File: src/rtl/cp0_settings.svh
`ifndef CP0_SETTINGS_SVH
`define CP0_SETTINGS_SVH

`define CP0_DATA_W        32
`define CP0_ADDR_W        5
`define CP0_SEL_W         3
`define CP0_EXC_W         5
`define CP0_STALL_W       6
`define CP0_FWD_STAGES    4

`define STALL_CUR         3
`define STALL_NEXT        4

`define CP0_REG_BADVADDR  5'd8
`define CP0_REG_COUNT     5'd9
`define CP0_REG_COMPARE   5'd11
`define CP0_REG_STATUS    5'd12
`define CP0_REG_CAUSE     5'd13
`define CP0_REG_EPC       5'd14
`define CP0_REG_PRID      5'd15
`define CP0_REG_CONFIG    5'd16

// exception types as reported by the pipeline
`define EXC_INT           5'd1
`define EXC_ADEL          5'd4
`define EXC_ADES          5'd5
`define EXC_SYS           5'd8
`define EXC_BP            5'd9
`define EXC_RI            5'd10
`define EXC_OV            5'd12
`define EXC_TR            5'd13
`define EXC_ERET          5'd14

// cause[6:2] codes
`define EXCCODE_INT       5'd0
`define EXCCODE_ADEL      5'd4
`define EXCCODE_ADES      5'd5
`define EXCCODE_SYS       5'd8
`define EXCCODE_BP        5'd9
`define EXCCODE_RI        5'd10
`define EXCCODE_OV        5'd12
`define EXCCODE_TR        5'd13

`define STATUS_RESET      32'h1000_0000
`define PRID_VALUE        32'h0000_4220
`define CONFIG0_VALUE     32'h8000_0003
`define CONFIG1_VALUE     32'h0108_4000

`endif

File: src/rtl/cp0_pkg.sv
`include "cp0_settings.svh"

package cp0_pkg;

    typedef logic [`CP0_DATA_W-1:0]  word_t;
    typedef logic [`CP0_ADDR_W-1:0]  reg_addr_t;
    typedef logic [`CP0_SEL_W-1:0]   reg_sel_t;
    typedef logic [`CP0_EXC_W-1:0]   exc_type_t;
    typedef logic [`CP0_STALL_W-1:0] stall_t;

    // move-to write from the pipeline
    typedef struct packed {
        logic      en;
        reg_addr_t addr;
        reg_sel_t  sel;
        word_t     data;
    } cp0_wr_t;

    typedef struct packed {
        reg_addr_t addr;
        reg_sel_t  sel;
    } cp0_rd_t;

    typedef struct packed {
        exc_type_t exc_type;
        word_t     pc;
        word_t     bad_vaddr;
        logic      in_delay;  // faulting instr sits in a delay slot
    } cp0_exc_t;

    // pending cp0 write still in flight
    typedef struct packed {
        logic      valid;
        reg_addr_t addr;
        reg_sel_t  sel;
        word_t     data;
    } cp0_fwd_t;

endpackage

File: src/rtl/cp0_exc_ctrl.sv
`timescale 1ns/1ps
`include "cp0_settings.svh"

module cp0_exc_ctrl (
    input  logic              clk,
    input  logic              rst,
    input  cp0_pkg::cp0_wr_t  wr_i,
    input  cp0_pkg::cp0_exc_t exc_i,
    input  logic [5:0]        int_i,
    output cp0_pkg::word_t    status_o,
    output cp0_pkg::word_t    cause_o,
    output cp0_pkg::word_t    epc_o,
    output cp0_pkg::word_t    badvaddr_o
);

    logic           exc_entry;
    logic           addr_err;
    logic [4:0]     exc_code;
    logic           exc_eret;
    logic           save_epc;
    cp0_pkg::word_t epc_next;

    // classify the incoming exception
    always_comb begin
        exc_entry = 1'b1;
        addr_err  = 1'b0;
        exc_code  = `EXCCODE_INT;
        case (exc_i.exc_type)
            `EXC_INT:  exc_code = `EXCCODE_INT;
            `EXC_ADEL: begin
                exc_code = `EXCCODE_ADEL;
                addr_err = 1'b1;
            end
            `EXC_ADES: begin
                exc_code = `EXCCODE_ADES;
                addr_err = 1'b1;
            end
            `EXC_SYS:  exc_code = `EXCCODE_SYS;
            `EXC_BP:   exc_code = `EXCCODE_BP;
            `EXC_RI:   exc_code = `EXCCODE_RI;
            `EXC_OV:   exc_code = `EXCCODE_OV;
            `EXC_TR:   exc_code = `EXCCODE_TR;
            default:   exc_entry = 1'b0;  // eret or no exception
        endcase
    end

    assign exc_eret = (exc_i.exc_type == `EXC_ERET);

    // nested exceptions keep the first epc, interrupts always overwrite it
    assign save_epc = exc_entry && ((exc_i.exc_type == `EXC_INT) || !status_o[1]);
    assign epc_next = exc_i.in_delay ? exc_i.pc - cp0_pkg::word_t'(4) : exc_i.pc;

    always_ff @(posedge clk) begin
        if (rst) begin
            status_o   <= `STATUS_RESET;
            cause_o    <= '0;
            epc_o      <= '0;
            badvaddr_o <= '0;
        end else begin
            cause_o[15:10] <= int_i;  // hw interrupt pending bits

            if (wr_i.en) begin
                case (wr_i.addr)
                    `CP0_REG_STATUS:   status_o <= wr_i.data;
                    `CP0_REG_EPC:      epc_o <= wr_i.data;
                    `CP0_REG_BADVADDR: badvaddr_o <= wr_i.data;
                    `CP0_REG_CAUSE: begin
                        cause_o[9:8] <= wr_i.data[9:8];  // sw interrupts
                        cause_o[23]  <= wr_i.data[23];
                        cause_o[22]  <= wr_i.data[22];
                    end
                    default: ;
                endcase
            end

            // exception fields land after the write so they take precedence
            if (exc_entry) begin
                if (save_epc) begin
                    epc_o       <= epc_next;
                    cause_o[31] <= exc_i.in_delay;  // bd
                end
                status_o[1]  <= 1'b1;  // exl
                cause_o[6:2] <= exc_code;
                if (addr_err) begin
                    badvaddr_o <= exc_i.bad_vaddr;
                end
            end else if (exc_eret) begin
                status_o[1] <= 1'b0;
            end
        end
    end

endmodule

File: src/rtl/cp0_fwd_bypass.sv
`timescale 1ns/1ps
`include "cp0_settings.svh"

module cp0_fwd_bypass (
    input  logic              clk,
    input  logic              rst,
    input  cp0_pkg::stall_t   stall_i,
    input  cp0_pkg::cp0_fwd_t fwd_i [0:`CP0_FWD_STAGES-1],
    input  cp0_pkg::cp0_rd_t  rd_i,
    input  cp0_pkg::word_t    arch_data_i,
    output cp0_pkg::word_t    data_o
);

    cp0_pkg::cp0_fwd_t          buf_q [0:`CP0_FWD_STAGES-1];
    logic [`CP0_FWD_STAGES-1:0] hit;
    logic                       flush;
    logic                       load;

    assign load  = !stall_i[`STALL_CUR];
    // stage stalled while the next one moves on, so its writes are gone
    assign flush = stall_i[`STALL_CUR] && !stall_i[`STALL_NEXT];

    always_ff @(posedge clk) begin
        for (int i = 0; i < `CP0_FWD_STAGES; i++) begin
            if (rst || flush) begin
                buf_q[i].valid <= 1'b0;
            end else if (load) begin
                buf_q[i] <= fwd_i[i];
            end
        end
    end

    always_comb begin
        for (int i = 0; i < `CP0_FWD_STAGES; i++) begin
            hit[i] = buf_q[i].valid
                  && (buf_q[i].addr == rd_i.addr)
                  && (buf_q[i].sel == rd_i.sel);
        end
    end

    // walk oldest to youngest, youngest hit wins
    always_comb begin
        data_o = arch_data_i;
        for (int i = `CP0_FWD_STAGES - 1; i >= 0; i--) begin
            if (hit[i]) begin
                data_o = buf_q[i].data;
            end
        end
    end

endmodule

File: src/rtl/cp0_read_mux.sv
`timescale 1ns/1ps
`include "cp0_settings.svh"

module cp0_read_mux (
    input  cp0_pkg::cp0_rd_t rd_i,
    input  cp0_pkg::word_t   badvaddr_i,
    input  cp0_pkg::word_t   count_i,
    input  cp0_pkg::word_t   compare_i,
    input  cp0_pkg::word_t   status_i,
    input  cp0_pkg::word_t   cause_i,
    input  cp0_pkg::word_t   epc_i,
    output cp0_pkg::word_t   rdata_o
);

    always_comb begin
        rdata_o = '0;
        case (rd_i.addr)
            `CP0_REG_BADVADDR: rdata_o = badvaddr_i;
            `CP0_REG_COUNT:    rdata_o = count_i;
            `CP0_REG_COMPARE:  rdata_o = compare_i;
            `CP0_REG_STATUS:   rdata_o = status_i;
            `CP0_REG_CAUSE:    rdata_o = cause_i;
            `CP0_REG_EPC:      rdata_o = epc_i;
            `CP0_REG_PRID:     rdata_o = `PRID_VALUE;
            `CP0_REG_CONFIG: begin
                // only config has more than one select
                case (rd_i.sel)
                    3'd0:    rdata_o = `CONFIG0_VALUE;
                    3'd1:    rdata_o = `CONFIG1_VALUE;
                    default: rdata_o = '0;
                endcase
            end
            default: rdata_o = '0;
        endcase
    end

endmodule

File: src/rtl/cp0_timer.sv
`timescale 1ns/1ps
`include "cp0_settings.svh"

module cp0_timer (
    input  logic             clk,
    input  logic             rst,
    input  cp0_pkg::cp0_wr_t wr_i,
    output cp0_pkg::word_t   count_o,
    output cp0_pkg::word_t   compare_o,
    output logic             timer_int_o
);

    logic tick;
    logic wr_count;
    logic wr_compare;

    assign wr_count   = wr_i.en && (wr_i.addr == `CP0_REG_COUNT);
    assign wr_compare = wr_i.en && (wr_i.addr == `CP0_REG_COMPARE);

    // half-rate prescaler
    always_ff @(posedge clk) begin
        if (rst) begin
            tick <= 1'b0;
        end else begin
            tick <= ~tick;
        end
    end

    always_ff @(posedge clk) begin
        if (rst) begin
            count_o   <= '0;
            compare_o <= '0;
        end else begin
            if (wr_count) begin
                count_o <= wr_i.data;  // write beats the increment
            end else if (tick) begin
                count_o <= count_o + cp0_pkg::word_t'(1);
            end
            if (wr_compare) begin
                compare_o <= wr_i.data;
            end
        end
    end

    // sticky until reset
    always_ff @(posedge clk) begin
        if (rst) begin
            timer_int_o <= 1'b0;
        end else if ((compare_o != '0) && (count_o == compare_o)) begin
            timer_int_o <= 1'b1;
        end
    end

endmodule

File: src/rtl/cp0_top.sv
`timescale 1ns/1ps
`include "cp0_settings.svh"

module cp0_top (
    input  logic              clk,
    input  logic              rst,
    input  cp0_pkg::cp0_wr_t  wr_i,
    input  cp0_pkg::cp0_rd_t  rd_i,
    input  cp0_pkg::cp0_exc_t exc_i,
    input  cp0_pkg::stall_t   stall_i,
    input  logic [5:0]        int_i,
    input  cp0_pkg::cp0_fwd_t fwd_i [0:`CP0_FWD_STAGES-1],
    output cp0_pkg::word_t    data_o,
    output cp0_pkg::word_t    status_o,
    output cp0_pkg::word_t    cause_o,
    output cp0_pkg::word_t    epc_o,
    output cp0_pkg::word_t    count_o,
    output logic              timer_int_o
);

    cp0_pkg::word_t compare;
    cp0_pkg::word_t badvaddr;
    cp0_pkg::word_t arch_data;  // read before forwarding

    cp0_timer u_timer (
        .clk         (clk),
        .rst         (rst),
        .wr_i        (wr_i),
        .count_o     (count_o),
        .compare_o   (compare),
        .timer_int_o (timer_int_o)
    );

    cp0_exc_ctrl u_exc_ctrl (
        .clk        (clk),
        .rst        (rst),
        .wr_i       (wr_i),
        .exc_i      (exc_i),
        .int_i      (int_i),
        .status_o   (status_o),
        .cause_o    (cause_o),
        .epc_o      (epc_o),
        .badvaddr_o (badvaddr)
    );

    cp0_read_mux u_read_mux (
        .rd_i       (rd_i),
        .badvaddr_i (badvaddr),
        .count_i    (count_o),
        .compare_i  (compare),
        .status_i   (status_o),
        .cause_i    (cause_o),
        .epc_i      (epc_o),
        .rdata_o    (arch_data)
    );

    cp0_fwd_bypass u_fwd_bypass (
        .clk         (clk),
        .rst         (rst),
        .stall_i     (stall_i),
        .fwd_i       (fwd_i),
        .rd_i        (rd_i),
        .arch_data_i (arch_data),
        .data_o      (data_o)
    );

endmodule

File: config.mk
export PLATFORM = sky130hd
export DESIGN_NAME = cp0_top
export DESIGN_NICKNAME = d
export VERILOG_FILES = /design/src/rtl/cp0_pkg.sv /design/src/rtl/cp0_exc_ctrl.sv /design/src/rtl/cp0_fwd_bypass.sv /design/src/rtl/cp0_read_mux.sv /design/src/rtl/cp0_timer.sv /design/src/rtl/cp0_top.sv
export VERILOG_INCLUDE_DIRS = /design/src /design/src/rtl
export SDC_FILE = /design/constraint.sdc
export NUM_CORES = 1
export LEC_CHECK = 0
export BUFFER_PORTS_ARGS = -buffer_cell sky130_fd_sc_hd__buf_2
export CAP_MARGIN = 20
export CORE_ASPECT_RATIO = 1.2
export CORE_MARGIN = 2
export CORE_UTILIZATION = 45
export DETAILED_ROUTE_END_ITERATION = 16
export PLACE_DENSITY = 0.71
export SLEW_MARGIN = 20
export SYNTH_ARGS = -nofsm -noshare
export SYNTH_HDL_FRONTEND = slang
export SYNTH_SLANG_ARGS = --single-unit
File: constraint.sdc
create_clock -name clk -period 16.57 [get_ports clk]
set_clock_uncertainty 0.15 [all_clocks]
set_input_delay 0.8285 -clock clk [delete_from_list [all_inputs] [get_ports clk]]
set_output_delay 0.8285 -clock clk [all_outputs]
set_load 0.1 [all_outputs]
==> summary.txt <==
Logic synthesis
  • Count of flip-flops with a built-in enable after synthesis: 164
  • Number of warning messages in the yosys log: 0
  • Avg Cell Area, Syn: 10.2 um^2
  • Most frequently used flop master after synthesis: sky130_fd_sc_hd__dfxtp_1
  • Part of the Yosys area used for sequential elements: 52.5%
  • Number of library cell types mapped by synthesis: 69
  • Post-synth ARST share: 0%
  • Synthesized area: 16100 um^2
  • Register bit total from synthesis: 341
  • Mapped Cells: 1582

Pwr
  • Peak supply drop: 0.0847 mV
  • Power per standard cell area: 103 nW/um^2
  • Leakage Power: 0.00796 uW

Finish
  • Fraction of final layout cells with drive strength greater than 1: 27.8%
  • Total number of nets in the final design: 2249
  • Post-route cell area: 19800 um^2
  • Area taken by multi-input logic gates: 7120 um^2
  • Register Area: 8470 um^2
  • Count of fill cells added during filler insertion: 3171
  • Signed area change from the synthesized netlist to the final layout: 22.7%

Min path
  • Path category of the worst min-delay check: flop to flop

Setup path
  • Crit Path Max Fanout: 36
  • Worst Setup End Kind: primary output
  • Cell-by-cell listing of the critical path: buf_2, buf_4, or3b_2, nor3_2, buf_4, a222oi_1, a21oi_1, a211oi_1, o31ai_1, buf_2
  • Arrival @ worst endpoint: 4050 ps
  • Type of origin of the critical path: primary input
  • Setup Crit Path Kind: primary input to primary output
  • Slowest stage cell, crit path: sky130_fd_sc_hd__or3b_2
  • Max incr delay on CP: 580 ps
  • Endpoint required time on the critical path: 15590 ps

Drt
  • DRC errors left: 0
  • Number of detailed-routing iterations run before antenna repair: 8
  • Routed wire per std cell: 23.7 um
  • Vias after detailed routing: 14400
  • 1st-iter DRT viols: 1620
  • Total wire length: 58100 um
  • Ratio of routed vias to standard cells: 5.89
  • ANT nets after route: 0

Clocking
  • H-tree depth reported by CTS: 2
  • Post-CTS sizing: 0
  • Number of clock sinks: 341
  • Setup bufs post-CTS: 0
  • Cell at the root of the clock tree: sky130_fd_sc_hd__clkbuf_16
  • Number of buffers on the longest clock path: 3
  • CTS buffer count: 36
  • CTS tree: done
  • Skew-Pair Late Insertion Delay: 530 ps
  • Count of hold-fix buffers inserted at cts: 0
  • Clock-pin slew on the worst setup and hold paths: 60 ps

STA
  • Setup_tns: 0 ps
  • Setup violations, final: 0
  • Worst relative slew slack: 29.8%
  • Period Utilization, post-route: 30.3%
  • Slew at the pin closest to its max-slew limit: 1050 ps
  • Number of failing hold endpoints at the final stage: 0
  • RSZ-0062 raised after global routing: false
  • Final period demand of the worst path: 5020 ps
  • Max-slew violation total from the final report: 0
  • Peak clock frequency supported by timing: 0.199 GHz

Place
  • Placed instance area: 18600 um^2
  • Detailed-placement wirelength estimate: 43500 um
  • Number of input and output port buffers inserted: 433
  • RePlAce Congestion: 0.956

Global routing
  • Remaining global-route overflow: 0
  • Global-route wire length before repair: 84600 um
  • GR Util met1: 37.6%
  • Antenna violations before repair: 10
  • Highest-utilization routing layer at the global route stage: met2
  • Routing usage on met3: 5.87%
  • GR Layer Usage met2: 50.3%
  • Vias in the first global route: 13700
  • Total global routing track utilization: 30.4%
  • Maximum number of pins on one net before global-route repair: 93

Floorplanning
  • Initial Utilization: 45.3%
  • Die ar.: 37400 um^2
  • Height of the die: 211 um
  • IO Count: 458
  • Die X: 177 um
  • Area inside the core boundary: 35700 um^2
  • Placement Rows: 76

Run
  • # Max-Cap Violations: 0

Run status
  • Outcome: finished clean
registers in the layout, summed over array words and instances (netlist names):
register,flops
u_exc_ctrl.badvaddr_o,32
u_timer.count_o,32
u_timer.compare_o,32
u_exc_ctrl.status_o,32
u_exc_ctrl.epc_o,32
u_fwd_bypass.buf_q,164
u_exc_ctrl.cause_o,15
u_timer.tick,1
u_timer.timer_int_o,1
worst max-delay path: cells and delay by family:
kind | cells | cell delay [ps]
AO/OA/AOI/OAI | 4 | 1140
AND/OR/NAND/NOR | 2 | 840
buffers and inverters | 4 | 1190
layout by cell type (no fill, tap or decap), drive strengths merged, types with 11 or more instances in the layout:
| cell type | count |
|---|---|
| inv | 16 |
| nor3 | 22 |
| dfxtp | 177 |
| nand4 | 18 |
| o22ai | 17 |
| nand3 | 17 |
| clkbuf | 44 |
| o21ai | 25 |
| o31ai | 19 |
| a21o | 15 |
| nor4 | 23 |
| a211oi | 120 |
| edfxtp | 164 |
| nand2 | 165 |
| a21oi | 104 |
| nand3b | 11 |
| nor2 | 141 |
| conb | 17 |
| a22oi | 55 |
| xnor2 | 56 |
| mux2i | 66 |
| nor2b | 24 |
| buf | 458 |
| xor2 | 64 |
| a222oi | 25 |
final cells by class:
type | instances | area share [%]
Sequential cell | 341 | 42.8
Clock inverter | 16 | 1.10
Clock buffer | 44 | 4.96
Timing Repair Buffer | 458 | 11.9
Antenna cell | 9 | 0.114
Multi-Input combinational cell | 1101 | 36.0
Inverter | 12 | 0.227
Tap cell | 468 | 2.96
where the power goes:
part           leakage [uW]  internal (uW)  total (uW)  switching [uW]
Combinational       0.00438           66.7         260             193
Clock              0.000590            500         835             335
Sequential          0.00299            929         954            25.1
through the flow:
step	hold slack (ps)	util (%)	setup slack, ps	power (uW)	cells
2_1_floorplan	319	-	7970	1140	1598
3_3_place_gp	304	52.1	11470	1220	2380
3_5_place_dp	313	52.1	11480	1230	2380
4_1_cts	308	55.4	11460	2050	2440
5_1_grt	310	55.5	11360	2110	2445
6_report	323	55.5	11550	2050	2449
cells in the mapped netlist (all sizes together) (3+ instances only):
cell type  count  area [um^2]
nand2        165          619
or3            4         25.0
nor2b         24          150
nor3          22          138
edfxtp       164         4920
a32oi          3         26.3
nor3b          6         45.0
or2            7         43.8
o22ai         17          106
and2           5         31.3
a21o          15          113
mux2i         66          661
a21oi        104          521
a222oi        25          250
nor4          23          174
and3           5         31.3
nand4         18          113
o2bb2ai        7         61.3
nand3         17         85.1
a31oi          9         56.3
o31ai         19          143
nor4b          5         50.0
nand3b        11         82.6
a22oi         55          413
buf           33          213
nand2b         4         25.0
inv           12         45.0
or4            6         48.8
clkbuf       111          417
dfxtp        177         3540
xor2          64          561
xnor2         56          490
o21ai         25          125
nor2         141          537
and4           5         43.8
a211oi       120          906
metal layers:
metal | routed length, um | share of wire [%]
met1 | 21800 | 38
met3 | 5130 | 8.8
met2 | 27800 | 48
met4 | 3350 | 5.8
met5 | 18 | 0.031
final timing paths:
path | startpoint | to | slack [ps] | depth (start not counted)
setup / recovery | rd_i[5] | data_o[26] | 11550 | 10
hold / removal | u_exc_ctrl.status_o[9] | u_exc_ctrl.status_o[9] | 320 | 2
hold reg to reg | u_exc_ctrl.status_o[9] | u_exc_ctrl.status_o[9] | 320 | 2
setup reg to reg | u_timer.count_o[14] | u_timer.count_o[26] | 13770 | 6
kinds of logic after synthesis:
family          share of synthesized area (%)
compound gates                           17.8
fa+ha+maj                               0.155
xor+xnor                                 6.51
mux                                      4.51
flops                                    52.5
buf+inv                                  4.18
other cells                            0.0232
simple gates                             14.4
Note: power is estimated with default switching activity, not from simulation.
